`config.mk`:
```
export PLATFORM = sky130hd
export DESIGN_NAME = scratch_mem
export DESIGN_NICKNAME = d
export VERILOG_FILES = /design/src/rtl/cgra_pkg.sv /design/src/rtl/scratch_mem.sv
export VERILOG_INCLUDE_DIRS = /design/src /design/src/rtl
export SDC_FILE = /design/constraint.sdc
export NUM_CORES = 2
export LEC_CHECK = 0
export CORE_ASPECT_RATIO = 2
export CORE_MARGIN = 5
export CORE_UTILIZATION = 25
export CTS_BUF_LIST = sky130_fd_sc_hd__clkbuf_4 sky130_fd_sc_hd__clkbuf_8
export CTS_CLUSTER_SIZE = 30
export DETAILED_ROUTE_END_ITERATION = 8
export DONT_BUFFER_PORTS = 1
export PLACE_DENSITY = 0.36
export SYNTH_ARGS = -nofsm -noshare
export SYNTH_HDL_FRONTEND = slang
export SYNTH_SLANG_ARGS = --single-unit
```
`constraint.sdc`:
```
create_clock -name clk -period 7.1 [get_ports clk]
set_input_delay 1.42 -clock clk [delete_from_list [all_inputs] [get_ports clk]]
set_output_delay 1.42 -clock clk [all_outputs]
set_load 0.02 [all_outputs]
```
`src/rtl/cgra_defs.svh`:
```
`ifndef CGRA_DEFS_SVH
`define CGRA_DEFS_SVH

// ========================================
// Array geometry
// ========================================

// Number of PE columns, each with its own LSU and scratchpad
`define CGRA_COLS 4

// Number of PE rows between an LSU and its own result path
`define CGRA_ROWS 2

// ========================================
// Datapath and memories
// ========================================

`define DATA_W 32

// Words per column scratchpad
// Lower half holds operands, upper half holds results
`define VEC_DEPTH 16

// ========================================
// Host bus
// ========================================

// Word address width of the Wishbone port
`define WB_ADR_W 10

`endif

```
`src/rtl/cgra_pkg.sv`:
```
`include "cgra_defs.svh"

package cgra_pkg;

    // ========================================
    // Width types
    // ========================================

    typedef logic [`DATA_W-1:0]             data_t;
    typedef logic [$clog2(`VEC_DEPTH)-1:0]  vec_idx_t;
    // Run length 0 to 8, only 1 to 8 start a run
    typedef logic [3:0]                     vec_len_t;
    typedef logic [$clog2(`CGRA_COLS)-1:0]  col_idx_t;
    typedef logic [`WB_ADR_W-1:0]           wb_adr_t;

    // ========================================
    // Encodings
    // ========================================

    typedef enum logic [2:0] {
        OP_PASS = 3'd0,
        OP_ADD  = 3'd1,
        OP_SUB  = 3'd2,
        OP_MUL  = 3'd3,
        OP_XOR  = 3'd4
    } pe_op_t;

    typedef enum logic [1:0] {
        ST_IDLE,
        ST_RUN,
        ST_DRAIN
    } ctrl_state_t;

    // ========================================
    // Bundles
    // ========================================

    // Matches configuration word bits 18:16 and 15:0
    typedef struct packed {
        pe_op_t      op;
        logic [15:0] imm;
    } pe_cfg_t;

    typedef struct packed {
        logic    cyc;
        logic    stb;
        logic    we;
        wb_adr_t adr;
        data_t   dat;
    } wb_req_t;

    typedef struct packed {
        logic     en;
        logic     we;
        col_idx_t col;
        vec_idx_t addr;
        data_t    wdata;
    } mem_req_t;

endpackage

```
`src/rtl/scratch_mem.sv`:
```
`include "cgra_defs.svh"

module scratch_mem import cgra_pkg::*; (
    input  logic     clk,
    input  mem_req_t host_req,
    output data_t    host_rdata,
    input  mem_req_t lsu_req   [`CGRA_COLS],
    output data_t    lsu_rdata [`CGRA_COLS]
);
    data_t    host_q [`CGRA_COLS];
    col_idx_t host_sel_q;

    // One bank per column, each with a host port and its own LSU port
    for (genvar c = 0; c < `CGRA_COLS; c++) begin : g_bank
        data_t ram [`VEC_DEPTH];
        logic  host_hit;

        assign host_hit = host_req.en && (host_req.col == col_idx_t'(c));

        always_ff @(posedge clk) begin
            if (host_hit) begin
                if (host_req.we) begin
                    ram[host_req.addr] <= host_req.wdata;
                end else begin
                    host_q[c] <= ram[host_req.addr];
                end
            end
            // The LSU only touches its own column, so no word is written twice
            if (lsu_req[c].en) begin
                if (lsu_req[c].we) begin
                    ram[lsu_req[c].addr] <= lsu_req[c].wdata;
                end else begin
                    lsu_rdata[c] <= ram[lsu_req[c].addr];
                end
            end
        end
    end

    // ========================================
    // Host read return
    // ========================================

    always_ff @(posedge clk) begin
        if (host_req.en) begin
            host_sel_q <= host_req.col;
        end
    end

    assign host_rdata = host_q[host_sel_q];

endmodule

```
Word level (Yosys, flattened, before mapping)

Memory sizes are Yosys's and may differ from the RTL's. A register that Yosys moved wholly into a read port is not among the register bits.
Index checks and enable logic that the tools add are counted.

Equal/unequal tests: 3
Muxes and demuxes: 40
Bitwise operators: 4
Reductions and logical operators: 12

Operators by type and width:

| kind                 | number |
|---|---|
| $mux W32             | 3 |
| $reduce_or A32 Y1    | 3 |
| $mux W1              | 33 |
| $mux W2              | 4 |
| $reduce_and A2 Y1    | 4 |
| $eq A2 B2 Y1 const B | 2 |
| $logic_and A1 B1 Y1  | 4 |
| $not A1 Y1           | 4 |
| $eq A2 B1 Y1 const B | 1 |
| $logic_not A2 Y1     | 1 |

Flip-flop bits (word level): 2
Memory bits (writable): 2176
Bits of input ports: 201
Output and inout port bits: 160
Logic and storage cells: 65
Memories kept: 5

Memory list:

| name          | words | width | rd ports | clocked after memory_dff | wr ports | line              | source |
|---|---|---|---|---|---|---|---|
| g_bank[0].ram | 16    | 32    | 2        | 1                        | 2        | scratch_mem.sv:15 | `` data_t ram [`VEC_DEPTH]; `` |
| g_bank[1].ram | 16    | 32    | 2        | 1                        | 2        | scratch_mem.sv:15 |  |
| g_bank[2].ram | 16    | 32    | 2        | 1                        | 2        | scratch_mem.sv:15 |  |
| g_bank[3].ram | 16    | 32    | 2        | 1                        | 2        | scratch_mem.sv:15 |  |
| host_q        | 4     | 32    | 1        | 1                        | 1        | scratch_mem.sv:10 | `` data_t host_q [`CGRA_COLS]; `` |

Logic depth before layout (Yosys ltp)

Word-level depth: 8
Mapped depth: 7
Mapped depth without buffers: 3

Worst setup path after synthesis

Ideal clock, no wire load.

Kind: input-to-reg
Start point: in host_req[32] (netlist name)
End point: mem g_bank[3].ram[1][0] (netlist name) (enable)
Setup time: 0.466 ns
Arrival time: 4.638 ns
Data required time: 6.634 ns
Slack: 1.997 ns
Stages: 6
Buffers on the path: 3
Cell sequence: clkbuf_1 > buf_2 > buf_2 > nor2b_1 > nand2_1 > o21ai_0

RTL lines:

| element         | line              | source |
|---|---|---|
| start, declared | scratch_mem.sv:5  | `input mem_req_t host_req,` |
| end, declared   | scratch_mem.sv:15 |  |

==> results.md <==
- Status: completed
- CP Capture Type: flip-flop
- Initial antenna violation count: a little under 60
- Final core occ: 0.280
- Max-cap violations: 0
- Setup bufs post-CTS: 0
- Syn nets: approximately 7.5k
- CTS buffer count: just under 400
- Post-Synth XOR/XNOR Area: 0
- DRC: 0
- Pre-CTS setup slack: approximately 2300 ps
- CTS Buffer Depth: 4
- Crit path from: host_req[33]
- Period utilization: 0.654
- Vias in the first global route: 79.4k
- Register area: 69,300 µm²
- Syn. warnings: 0
- Nets: slightly above 7k
- First-pass GRT wire length: approximately 750 mm
- Fmax achieved: about 220 MHz
- Min Tclk post-route: about 4600 ps
- RSZ-0062 raised after global routing: false
- CTS Hold Buffers Added: 0
- Syn_area_per_cell: roughly 17 µm²
- GRT overflow: 0
- Share of layout cells above drive strength 1: 0.552
- Clock transition at the registers of the reported paths: 60 ps
- #FFs+latches synth: approximately 2.3k
- Post-CTS sizing: 0
- Width of the die: between 500 and 600 µm
- Mapped Cells: approximately 7.3k
- Final Worst Setup Slack: around 2500 ps
- Post-DP HPWL: ~340 mm
- Ranking of synthesized cells by area: edfxtp_1 (54%), mux4_2 (19%), mux2_2 (16%)
- Largest family of logic cells by synthesized area: multiplexers
- Largest net degree at the start of global routing: 520
- Row Count: 370
- Complex-gate fraction of the synthesized area: 0.0333
- Worst Setup Start Kind: primary input
- Synth cell types: 31
- Setup TNS: 0 ps
- Core area: roughly 510,000 µm²
- Die area: 524,000 µm²
- Gr usage total: 0.212
- Syn-to-layout area delta: 11.8%
- Mux share of post-synthesis cell area: 0.374
- DR vias: between 70k and 80k
- R2R depth: 3
- Synthesized cell area: ~130,000 µm²
- Starting Density: 0.251
- I/O pin count: between 300 and 400
- Power per Cell Area: between 200 and 250 nW/µm²
- WL/cell: just over 40 µm
- Total power: a little over 30 mW
- Post-DRT Antenna Nets: 0
- Post-Synth Adder-Cell Area: 0
- Worst min-delay path category: primary input to flip-flop
- # clock sinks: ~2.3k
- Register area share after synthesis: 0.545
- Top cell type's share of synthesized area: 0.545
- Final Setup Violations: 0
- DRT iter0 DRCs: approximately 6.1k
- HP Start: host_req[36]
- CTS root buf: clkbuf_8
- CP Max Fanout: around 140
- RR Endpoint: lsu_rdata[122]
- WHS Endpoint: host_sel_q[0]
- CTS tree: built
- H-tree depth reported by CTS: 5
- Worst slew margin: 0.0300
- Reg-to-reg slack, setup: 5090 ps
- Leakage: roughly 44 nW
- Worst Max-Slew Pin Slew: around 1500 ps
- Crit path DAT: 5340 ps
- Port bufs: 0
- Worst r2r src: g_bank[0].ram[8][26]
- Die height: between 1 and 1.5 mm
- Synth Area in Simple Gates: 0.0149
- Pre-antenna DRT Iters: 6
- GPL Wtd Cong: just under 0.8
- WP data required: 7800 ps
- Skew-Pair Late Insertion Delay: between 1000 and 1500 ps
- Worst Skew: 74.3 ps
- Hold path depth: 0
- Final Slew Violations: 0
- Final Hold Viols: 0
- Post-synth top area cell: edfxtp_1
- Via density: ~5.3
- FILL cells: between 50k and 60k
- DRT Wirelength: approximately 570 mm
- Maximum VDD drop: around 0.14 mV
- CP Class: primary input to flip-flop
- Area of the multi-input gates: roughly 55,000 µm²
==> cells by family (layout without fill, tap and decap cells) <==
family | after synthesis | in the layout
buf+inv | 932 | 890
compound gates | 577 | 577
mux | 3105 | 3105
flops | 2308 | 2308
simple gates | 408 | 408
other cells | 0 | 93
==> worst max-delay path: stages <==
cell	delay [ps]
buf_16	550
buf_16	720
nor2b_1	330
nand2_1	480
o21ai_4	930
buf_4	660
==> synthesized netlist by cell type (all sizes together) <==
library cell,n
nor2,48
mux4,1056
edfxtp,2306
inv,1
nand3,6
nand2,278
nor3,5
nand4,5
nand2b,19
o21bai,7
dfxtp,2
nor2b,22
and2,5
o22ai,36
mux2,2049
buf,414
o21ai,22
nand4b,8
a22oi,512
clkbuf,517
and4bb,4
or3,8
==> worst max-delay path by stage <==
stage | end | slack (ps) | depth (start not counted)
after floorplan | g_bank[3].ram[1][0] | 2000 | 6
after global placement | g_bank[3].ram[2][8] | 2190 | 4
after detailed placement | g_bank[3].ram[1][8] | 2330 | 5
after CTS | host_rdata[14] | 2600 | 1
after global routing | g_bank[3].ram[2][9] | 2300 | 6
final | g_bank[3].ram[2][9] | 2460 | 6
==> where the power goes <==
group,switching (mW),internal [mW],total [mW]
Sequential,0.166,15.3,15.5
Combinational,1.44,1.36,2.80
Clock,6.31,6.13,12.4
Total,7.92,22.8,30.7
==> layout by cell type (no fill, tap or decap), types with 5 or more instances in the layout <==
| cell | instances |
|---|---|
| o21ai_4 | 21 |
| bufinv_16 | 7 |
| or3_4 | 8 |
| inv_12 | 6 |
| o22ai_4 | 36 |
| mux4_2 | 1056 |
| mux2_4 | 183 |
| clkinv_1 | 116 |
| clkinvlp_4 | 9 |
| clkbuf_8 | 394 |
| clkinv_2 | 41 |
| nand4b_4 | 6 |
| buf_4 | 168 |
| mux2_2 | 1834 |
| clkbuf_4 | 126 |
| edfxtp_1 | 2306 |
| diode_2 | 93 |
| nor2b_4 | 18 |
| o21bai_4 | 7 |
| nor2_1 | 5 |
| nor2_4 | 43 |
| nand2b_1 | 10 |
| nand2_1 | 273 |
| buf_16 | 9 |
| mux2_1 | 32 |
| a22oi_1 | 512 |
| nand2b_4 | 9 |
==> stage by stage <==
step                      area (µm²)  hold slack, ps  cells
after floorplan               127000             449   7330
final                         142000             467  14100
after global routing          142000             391  14100
after global placement        134000             459  13300
after detailed placement      134000             472  13300
after CTS                     142000             295  14000
==> routing by layer <==
layer / wire [µm] / global-route usage / vias to the layer above
li1: - / - / 29700
met5: 45 / 0 / -
met3: 33100 / 0.0396 / 809
met4: 24400 / 0.0807 / 8
met2: 312000 / 0.402 / 2582
met1: 203000 / 0.233 / 41000
==> cell type report <==
| cell class | instances | area share |
|---|---|---|
| tap | 6696 | 0.0589 |
| inverter | 1 | 0.0000264 |
| antenna | 93 | 0.00164 |
| clock buffer | 520 | 0.0448 |
| sequential | 2308 | 0.488 |
| clock inverter | 190 | 0.00829 |
| timing repair buffer | 179 | 0.0109 |
| multi-input combinational | 4090 | 0.388 |
==> sequential cells by signal, summed over array words and instances, names as in the netlist, named ones only <==
register,flops
g_bank.ram,2048
host_q,128
host_sel_q,2
lsu_rdata,128
Power figures use the tool's default switching activity.
