## config.mk

```make
export PLATFORM = sky130hd
export DESIGN_NAME = wb_cfg_port
export DESIGN_NICKNAME = d
export VERILOG_FILES = /design/src/rtl/cgra_pkg.sv /design/src/rtl/wb_cfg_port.sv
export VERILOG_INCLUDE_DIRS = /design/src /design/src/rtl
export SDC_FILE = /design/constraint.sdc
export NUM_CORES = 1
export LEC_CHECK = 0
export BUFFER_PORTS_ARGS = -buffer_cell sky130_fd_sc_hd__buf_2
export CAP_MARGIN = 20
export CORE_UTILIZATION = 45
export DETAILED_ROUTE_END_ITERATION = 10
export PLACE_DENSITY = 0.76
export SLEW_MARGIN = 20
export SYNTH_ARGS = -nofsm -noshare
export SYNTH_HDL_FRONTEND = slang
export SYNTH_SLANG_ARGS = --single-unit
```

## constraint.sdc

```tcl
create_clock -name clk -period 1.75 [get_ports clk]
set_clock_uncertainty 0.1 [all_clocks]
set_input_delay 0.35 -clock clk [delete_from_list [all_inputs] [get_ports clk]]
set_output_delay 0.35 -clock clk [all_outputs]
set_load 0.01 [all_outputs]
```

## src/rtl/cgra_defs.svh

```systemverilog
`ifndef CGRA_DEFS_SVH
`define CGRA_DEFS_SVH

// ========================================
// Array geometry
// ========================================

// Number of PE columns, each with its own LSU and scratchpad
`define CGRA_COLS 4

// Number of PE rows between an LSU and its own result path
`define CGRA_ROWS 2

// ========================================
// Datapath and memories
// ========================================

`define DATA_W 32

// Words per column scratchpad
// Lower half holds operands, upper half holds results
`define VEC_DEPTH 16

// ========================================
// Host bus
// ========================================

// Word address width of the Wishbone port
`define WB_ADR_W 10

`endif

```

## src/rtl/cgra_pkg.sv

```systemverilog
`include "cgra_defs.svh"

package cgra_pkg;

    // ========================================
    // Width types
    // ========================================

    typedef logic [`DATA_W-1:0]             data_t;
    typedef logic [$clog2(`VEC_DEPTH)-1:0]  vec_idx_t;
    // Run length 0 to 8, only 1 to 8 start a run
    typedef logic [3:0]                     vec_len_t;
    typedef logic [$clog2(`CGRA_COLS)-1:0]  col_idx_t;
    typedef logic [`WB_ADR_W-1:0]           wb_adr_t;

    // ========================================
    // Encodings
    // ========================================

    typedef enum logic [2:0] {
        OP_PASS = 3'd0,
        OP_ADD  = 3'd1,
        OP_SUB  = 3'd2,
        OP_MUL  = 3'd3,
        OP_XOR  = 3'd4
    } pe_op_t;

    typedef enum logic [1:0] {
        ST_IDLE,
        ST_RUN,
        ST_DRAIN
    } ctrl_state_t;

    // ========================================
    // Bundles
    // ========================================

    // Matches configuration word bits 18:16 and 15:0
    typedef struct packed {
        pe_op_t      op;
        logic [15:0] imm;
    } pe_cfg_t;

    typedef struct packed {
        logic    cyc;
        logic    stb;
        logic    we;
        wb_adr_t adr;
        data_t   dat;
    } wb_req_t;

    typedef struct packed {
        logic     en;
        logic     we;
        col_idx_t col;
        vec_idx_t addr;
        data_t    wdata;
    } mem_req_t;

endpackage

```

## src/rtl/wb_cfg_port.sv

```systemverilog
`include "cgra_defs.svh"

module wb_cfg_port import cgra_pkg::*; (
    input  logic     clk,
    input  logic     reset,
    input  wb_req_t  wb_req,
    output data_t    wb_dat_r,
    output logic     wb_ack,
    output mem_req_t host_req,
    input  data_t    host_rdata,
    output pe_cfg_t  pe_cfg [`CGRA_ROWS][`CGRA_COLS],
    output logic     run_start,
    output vec_len_t run_len,
    input  logic     run_done
);
    localparam int PE_W  = $clog2(`CGRA_ROWS * `CGRA_COLS);
    localparam int CFG_W = $bits(pe_cfg_t);

    logic            take;
    logic [1:0]      region;
    logic [PE_W-1:0] pe_num;
    vec_len_t        start_len;
    logic            start_ok;
    logic            busy;
    logic            done;
    ctrl_state_t     state;
    logic            rd_mem_q;
    data_t           rd_data_q;
    data_t           cfg_word;

    // A new access is taken only when ack is low, so each one acks exactly once
    assign take      = wb_req.cyc && wb_req.stb && !wb_ack;
    assign region    = wb_req.adr[`WB_ADR_W-1 -: 2];
    assign pe_num    = wb_req.adr[PE_W-1:0];
    assign start_len = wb_req.dat[3:0];
    assign busy      = (state != ST_IDLE);
    assign start_ok  = take && wb_req.we && (region == 2'd2) && !busy &&
                       (start_len != '0) && (start_len <= vec_len_t'(`VEC_DEPTH / 2));

    // Scratchpad request goes out with stb so the word is back in the ack cycle
    always_comb begin
        host_req.en    = take && (region == 2'd0) && !(wb_req.we && busy);
        host_req.we    = wb_req.we && !busy;
        host_req.col   = wb_req.adr[5:4];
        host_req.addr  = wb_req.adr[3:0];
        host_req.wdata = wb_req.dat;
    end

    always_comb begin
        cfg_word = '0;
        for (int r = 0; r < `CGRA_ROWS; r++) begin
            for (int c = 0; c < `CGRA_COLS; c++) begin
                if (pe_num == PE_W'(r * `CGRA_COLS + c)) begin
                    cfg_word = {{(`DATA_W - CFG_W){1'b0}}, pe_cfg[r][c]};
                end
            end
        end
    end

    // ========================================
    // Bus handshake, configuration and run control
    // ========================================

    always_ff @(posedge clk) begin
        if (reset) begin
            wb_ack    <= 1'b0;
            rd_mem_q  <= 1'b0;
            run_start <= 1'b0;
            run_len   <= '0;
            done      <= 1'b0;
            state     <= ST_IDLE;
            for (int r = 0; r < `CGRA_ROWS; r++) begin
                for (int c = 0; c < `CGRA_COLS; c++) begin
                    pe_cfg[r][c] <= '{op: OP_PASS, imm: '0};
                end
            end
        end else begin
            wb_ack    <= take;
            run_start <= start_ok;
            if (take) begin
                rd_mem_q <= (region == 2'd0);
            end
            if (start_ok) begin
                run_len <= start_len;
                done    <= 1'b0;
            end
            if (take && wb_req.we && (region == 2'd1) && !busy) begin
                for (int r = 0; r < `CGRA_ROWS; r++) begin
                    for (int c = 0; c < `CGRA_COLS; c++) begin
                        if (pe_num == PE_W'(r * `CGRA_COLS + c)) begin
                            pe_cfg[r][c] <= pe_cfg_t'(wb_req.dat[CFG_W-1:0]);
                        end
                    end
                end
            end
            case (state)
                ST_IDLE: if (run_start) state <= ST_RUN;
                ST_RUN: begin
                    if (run_done) begin
                        state <= ST_IDLE;
                        done  <= 1'b1;
                    end
                end
                default: state <= ST_IDLE;
            endcase
        end
    end

    always_ff @(posedge clk) begin
        if (take) begin
            case (region)
                2'd1:    rd_data_q <= cfg_word;
                2'd2:    rd_data_q <= {{(`DATA_W - 2){1'b0}}, done, busy};
                default: rd_data_q <= '0;
            endcase
        end
    end

    assign wb_dat_r = rd_mem_q ? host_rdata : rd_data_q;

endmodule

```

# After elaboration in Yosys (flattened, before gate mapping)
# Cells that the tools add are included.
# totals
reg_bits,194
input_bits,80
output_inout_bits,230
word_cells,82
# op_classes
n_lt_le_gt_ge,1
n_eq_ne,12
mux,16
n_reduce_logical,30
# ops
op,n
32-bit two-way mux,8
32-bit case mux with 2 select lines,1
19-bit two-way mux,1
2-bit AND reduction,9
1-bit logical AND,13
"3-bit equality test, second input constant",4
"3-bit by 2-bit equality test with 1-bit output, second input constant",2
"2-bit by 1-bit equality test with 1-bit output, second input constant",2
"4-bit <= comparator, second input constant",1
2-bit logical NOT,2
2-bit two-way mux,2
"2-bit inequality test, second input constant",2
2-bit case mux with 2 select lines,1
4-bit nonzero test,1
"3-bit by 1-bit equality test with 1-bit output, second input constant",1
1-bit logical NOT,3
3-bit logical NOT,1
1-bit two-way mux,3
"2-bit equality test, second input constant",1
2-bit nonzero test,1

# Logic depth before layout (Yosys ltp)
# depth
word_depth,10
mapped_depth,9
mapped_depth_nobuf,6

# Least setup slack after synthesis
# No wires, ideal clock.
# synth_timing
path_type,flip-flop to flip-flop
start,reg wb_ack
end,reg pe_cfg[104] in the netlist's numbering
setup_time_ps,132
t_arrival_ps,1683
t_required_ps,1518
path_slack_ps,-165
path_stages_with_launch,10
synth_period_minus_slack_ps,1915
cell_sequence,dfxtp_1 and3b_1 buf_6 nand3_4 buf_6 or3_1 buf_2 buf_6 nand2_1 a21oi_1
# synth_between
elab_chain_cells,6
# synth_lines
element,line_no,source
from (decl),wb_cfg_port.sv:8,"output logic wb_ack,"
from (signal assigned),wb_cfg_port.sv:78,wb_ack <= take;
1-bit logical NOT,wb_cfg_port.sv:32,assign take = wb_req.cyc && wb_req.stb && !wb_ack;
1-bit logical AND,wb_cfg_port.sv:32,
named net take,wb_cfg_port.sv:19,logic take;
1-bit logical AND (3 in a row),wb_cfg_port.sv:87,if (take && wb_req.we && (region == 2'd1) && !busy) begin
2-bit AND reduction (no source line),n/a,
"to (signal, indexed assignment)",wb_cfg_port.sv:74,"pe_cfg[r][c] <= '{op: OP_PASS, imm: '0};"
"to (signal, indexed assignment)",wb_cfg_port.sv:91,pe_cfg[r][c] <= pe_cfg_t'(wb_req.dat[CFG_W-1:0]);
to (decl),wb_cfg_port.sv:11,"output pe_cfg_t pe_cfg [`CGRA_ROWS][`CGRA_COLS],"
# The timed path passes the listed nets, and every way through them passes these cells.
# A chain may end at the register's enable or synchronous reset.

# Worst setup path after layout
# layout_timing
start,reg wb_ack
end,reg pe_cfg[136] in the netlist's numbering
# layout_between
elab_chain_cells,6
# layout_lines
element,line_no
1-bit logical NOT,wb_cfg_port.sv:32
1-bit logical AND,wb_cfg_port.sv:32
1-bit logical AND (3 in a row),wb_cfg_port.sv:87
2-bit AND reduction (no source line),n/a
# No other way between the ends.

==> impl_metrics.tcl <==
set metrics [dict create \
    r2r_slack_ps -250 \
    grt_max_degree 61 \
    cts_tree "yes" \
    antenna_found_initial 1 \
    design_power_total_w 0.00872 \
    firstDrtPassIters 6 \
    dpl_cell_area_mm2 0.0106 \
    critPathLaunchType "flip-flop" \
    dieArea_mm2 0.0199 \
    cp.required_ps 1970 \
    ys_top_cells_by_area "dfxtp_1, nand2_1, a21oi_1" \
    max_slew_margin 0.644 \
    power.internal_w 0.00649 \
    synthArstFlopShare 0 \
    grt.met1_usage 0.392 \
    start_util 0.461 \
    netSwitchingPower_w 0.00222 \
    place.gp.congestion 0.922 \
    syn-num-nets 1152 \
    ys_seq_elements 180 \
    clockBufferDepth 2 \
    grt_busiest_layer "met2" \
    leakagePower_nw 5.28 \
    clkPwrFrac 0.400 \
    hold_buffers 0 \
    hold_viol 0 \
    combPwrFrac 0.116 \
    gr-usage-met2 0.508 \
    hpwlAfterDp_um 22400 \
    htreeDepth 4 \
    grt_usage 0.308 \
    clk_pin_slew_ps 70 \
    fin_ws_ps -252 \
    pwr-share-seq 0.483 \
    routedWlPerCell_um 20.6 \
    path_max_fanout 7 \
    drc 0 \
    netlist_area_mm2 0.00868 \
    final_common_cell "nand2_1" \
    coreArea_mm2 0.0188 \
    yosysSeqAreaShare 0.437 \
    end_kind "flip-flop" \
    setup_viol 166 \
    top_level_ports 310 \
    synth-edff-count 19 \
    crit_start "wb_ack$_SDFF_PP0_" \
    slowest_delay_ps 530 \
    clkSinkCount 180 \
    first_iter_violations 873 \
    rows 50 \
    synthFlopType "dfxtp_1" \
    worstSetupPathType "reg2reg" \
    clock-root-buffer "clkbuf_16" \
    max_freq_mhz 500 \
    fin_crit_sh 1.14 \
    hp-class "in2reg" \
    synth_area_per_cell_um2 8.12 \
    min_from "run_done" \
    grt_pass1_wl_um 46600 \
    worstMarginPinSlew_ps 529 \
    die_w_um 141 \
    grt_pass1_vias 8329 \
    run_status "complete, but fails checks" \
    dp.cells 1560 \
    failed_checks "negative setup slack" \
    port-buffer-count 275 \
    dr_total_vias 9155 \
    peakVddDrop_uv 712 \
    grt-ovfl-total 0 \
    area_growth_pct 43.3 \
    critPathArrivalTime_ps 2220 \
    grtUsageMet3 0.0717 \
    finalNetCount 1426 \
    synth_top_cell_area_share 0.371 \
    timing.hold.ws_ps 21.3 \
    vias_per_cell 5.66 \
    min_period_ps 2000 \
    yosys_warnings 0 \
    syn_inst 1069 \
    routed_wl_um 33300 \
    ys_types 43 \
    final_max_slew_viol_count 0 \
    powerDensity_mw_per_mm2 700 \
    cap_violations 0 \
    layout_common_cells "nand2_1, buf_2, dfxtp_1" \
    final_antenna_net_count 0 \
    swShare 0.255 \
    regToRegStartpoint "wb_ack$_SDFF_PP0_" \
    fp.dieH_um 141 \
    rsz0062_at_grt "true" \
    cts_buffers 17 \
    stdcell_count 1617 \
    clock_latency_ps 430 \
    drive_above_1_share 0.440 \
    slowest_stage "or4_4" \
    synth_area_leader_cell "dfxtp_1" \
    design_area_mm2 0.0124 \
    path_cells "and3b_1, buf_6, buf_12, nand3_4, or4_4, clkbuf_16, nand2_4, a21oi_2" \
]
kinds of logic after synthesis:
kind of cell,synth area share
simple gates,0.242
compound gates,0.156
flops,0.437
buf+inv,0.0967
mux,0.0630
fa+ha+maj,0.00432
xor+xnor,0.00101
power by group through the flow:
stage,clock (W),sequential [W],combinational (W)
3_5_place_dp,0,0.00431,0.000810
4_1_cts,0.00349,0.00421,0.000885
6_report,0.00349,0.00421,0.00101
3_3_place_gp,0,0.00431,0.000800
2_1_floorplan,0,0.00430,0.000535
5_1_grt,0.00367,0.00421,0.00106
per-layer routing:
layer,routed length (um),part of all wire
met1,12700,0.38
met4,1310,0.039
met2,15900,0.48
met3,3390,0.10
met5,0,0
worst paths after layout:
kind,depth (start not counted),to
worst min-delay path,2,state[0]$_SDFFE_PP0P_
worst max register to register,8,pe_cfg[136]$_SDFFE_PP0P_
worst min register to register,2,pe_cfg[65]$_SDFFE_PP0P_
worst max-delay path,8,pe_cfg[136]$_SDFFE_PP0P_
registers in the layout, indices dropped and copies added (netlist names):
| signal | count |
|---|---|
| rd_data_q | 19 |
| rd_mem_q | 1 |
| pe_cfg | 152 |
| run_start | 1 |
| done | 1 |
| wb_ack | 1 |
| state | 1 |
| run_len | 4 |
worst max-delay path: cells and delay by family, from the launching register on:
| kind | cells | cell delay [ps] |
|---|---|---|
| flops | 1 | 320 |
| compound gates | 1 | 50 |
| simple gates | 4 | 960 |
| buf+inv | 3 | 450 |
synthesized netlist by cell type, types with 3 or more instances:
cell / number
nand2_1: 331
a21oi_1: 171
dfxtp_1: 161
buf_4: 59
o21ai_0: 45
clkbuf_1: 42
buf_2: 32
mux2_2: 27
mux2i_1: 22
nor2_1: 21
edfxtp_1: 19
and2_1: 13
and3b_1: 13
a22oi_1: 12
a221oi_1: 11
and4b_1: 11
nor4_1: 11
and4bb_2: 8
o22ai_1: 7
buf_6: 6
nor3_4: 5
nand2b_1: 4
nor2b_1: 4
and3_1: 3
ha_1: 3
inv_1: 3
nor4bb_1: 3
or3_1: 3
area by class of cell:
| class | instances | area, um2 |
|---|---|---|
| Sequential cell | 180 | 3800 |
| Clock inverter | 13 | 86.3 |
| Clock buffer | 19 | 443 |
| Multi-Input combinational cell | 750 | 4840 |
| Inverter | 3 | 11.3 |
| Fill cell | 1425 | 6390 |
| Timing Repair Buffer | 391 | 2930 |
| Antenna cell | 1 | 2.50 |
| Tap cell | 260 | 325 |
repair_timing:
item,4_1_cts,5_1_grt
pin swaps,17,56
resized for setup,73,171
setup buffers,13,6
hold endpoints to repair,0,0
setup endpoints to repair,147,197
cloned,5,8
stage by stage:
stage / setup WS, ps / setup TNS [ps] / utilization
after floorplan: -148 / -6910 / -
after global placement: -411 / -27490 / 0.562
after detailed placement: -441 / -30410 / 0.562
after CTS: -192 / -13280 / 0.619
after global routing: -308 / -32600 / 0.661
final: -252 / -20320 / 0.661
No activity file was read; power rests on OpenSTA's default activity.
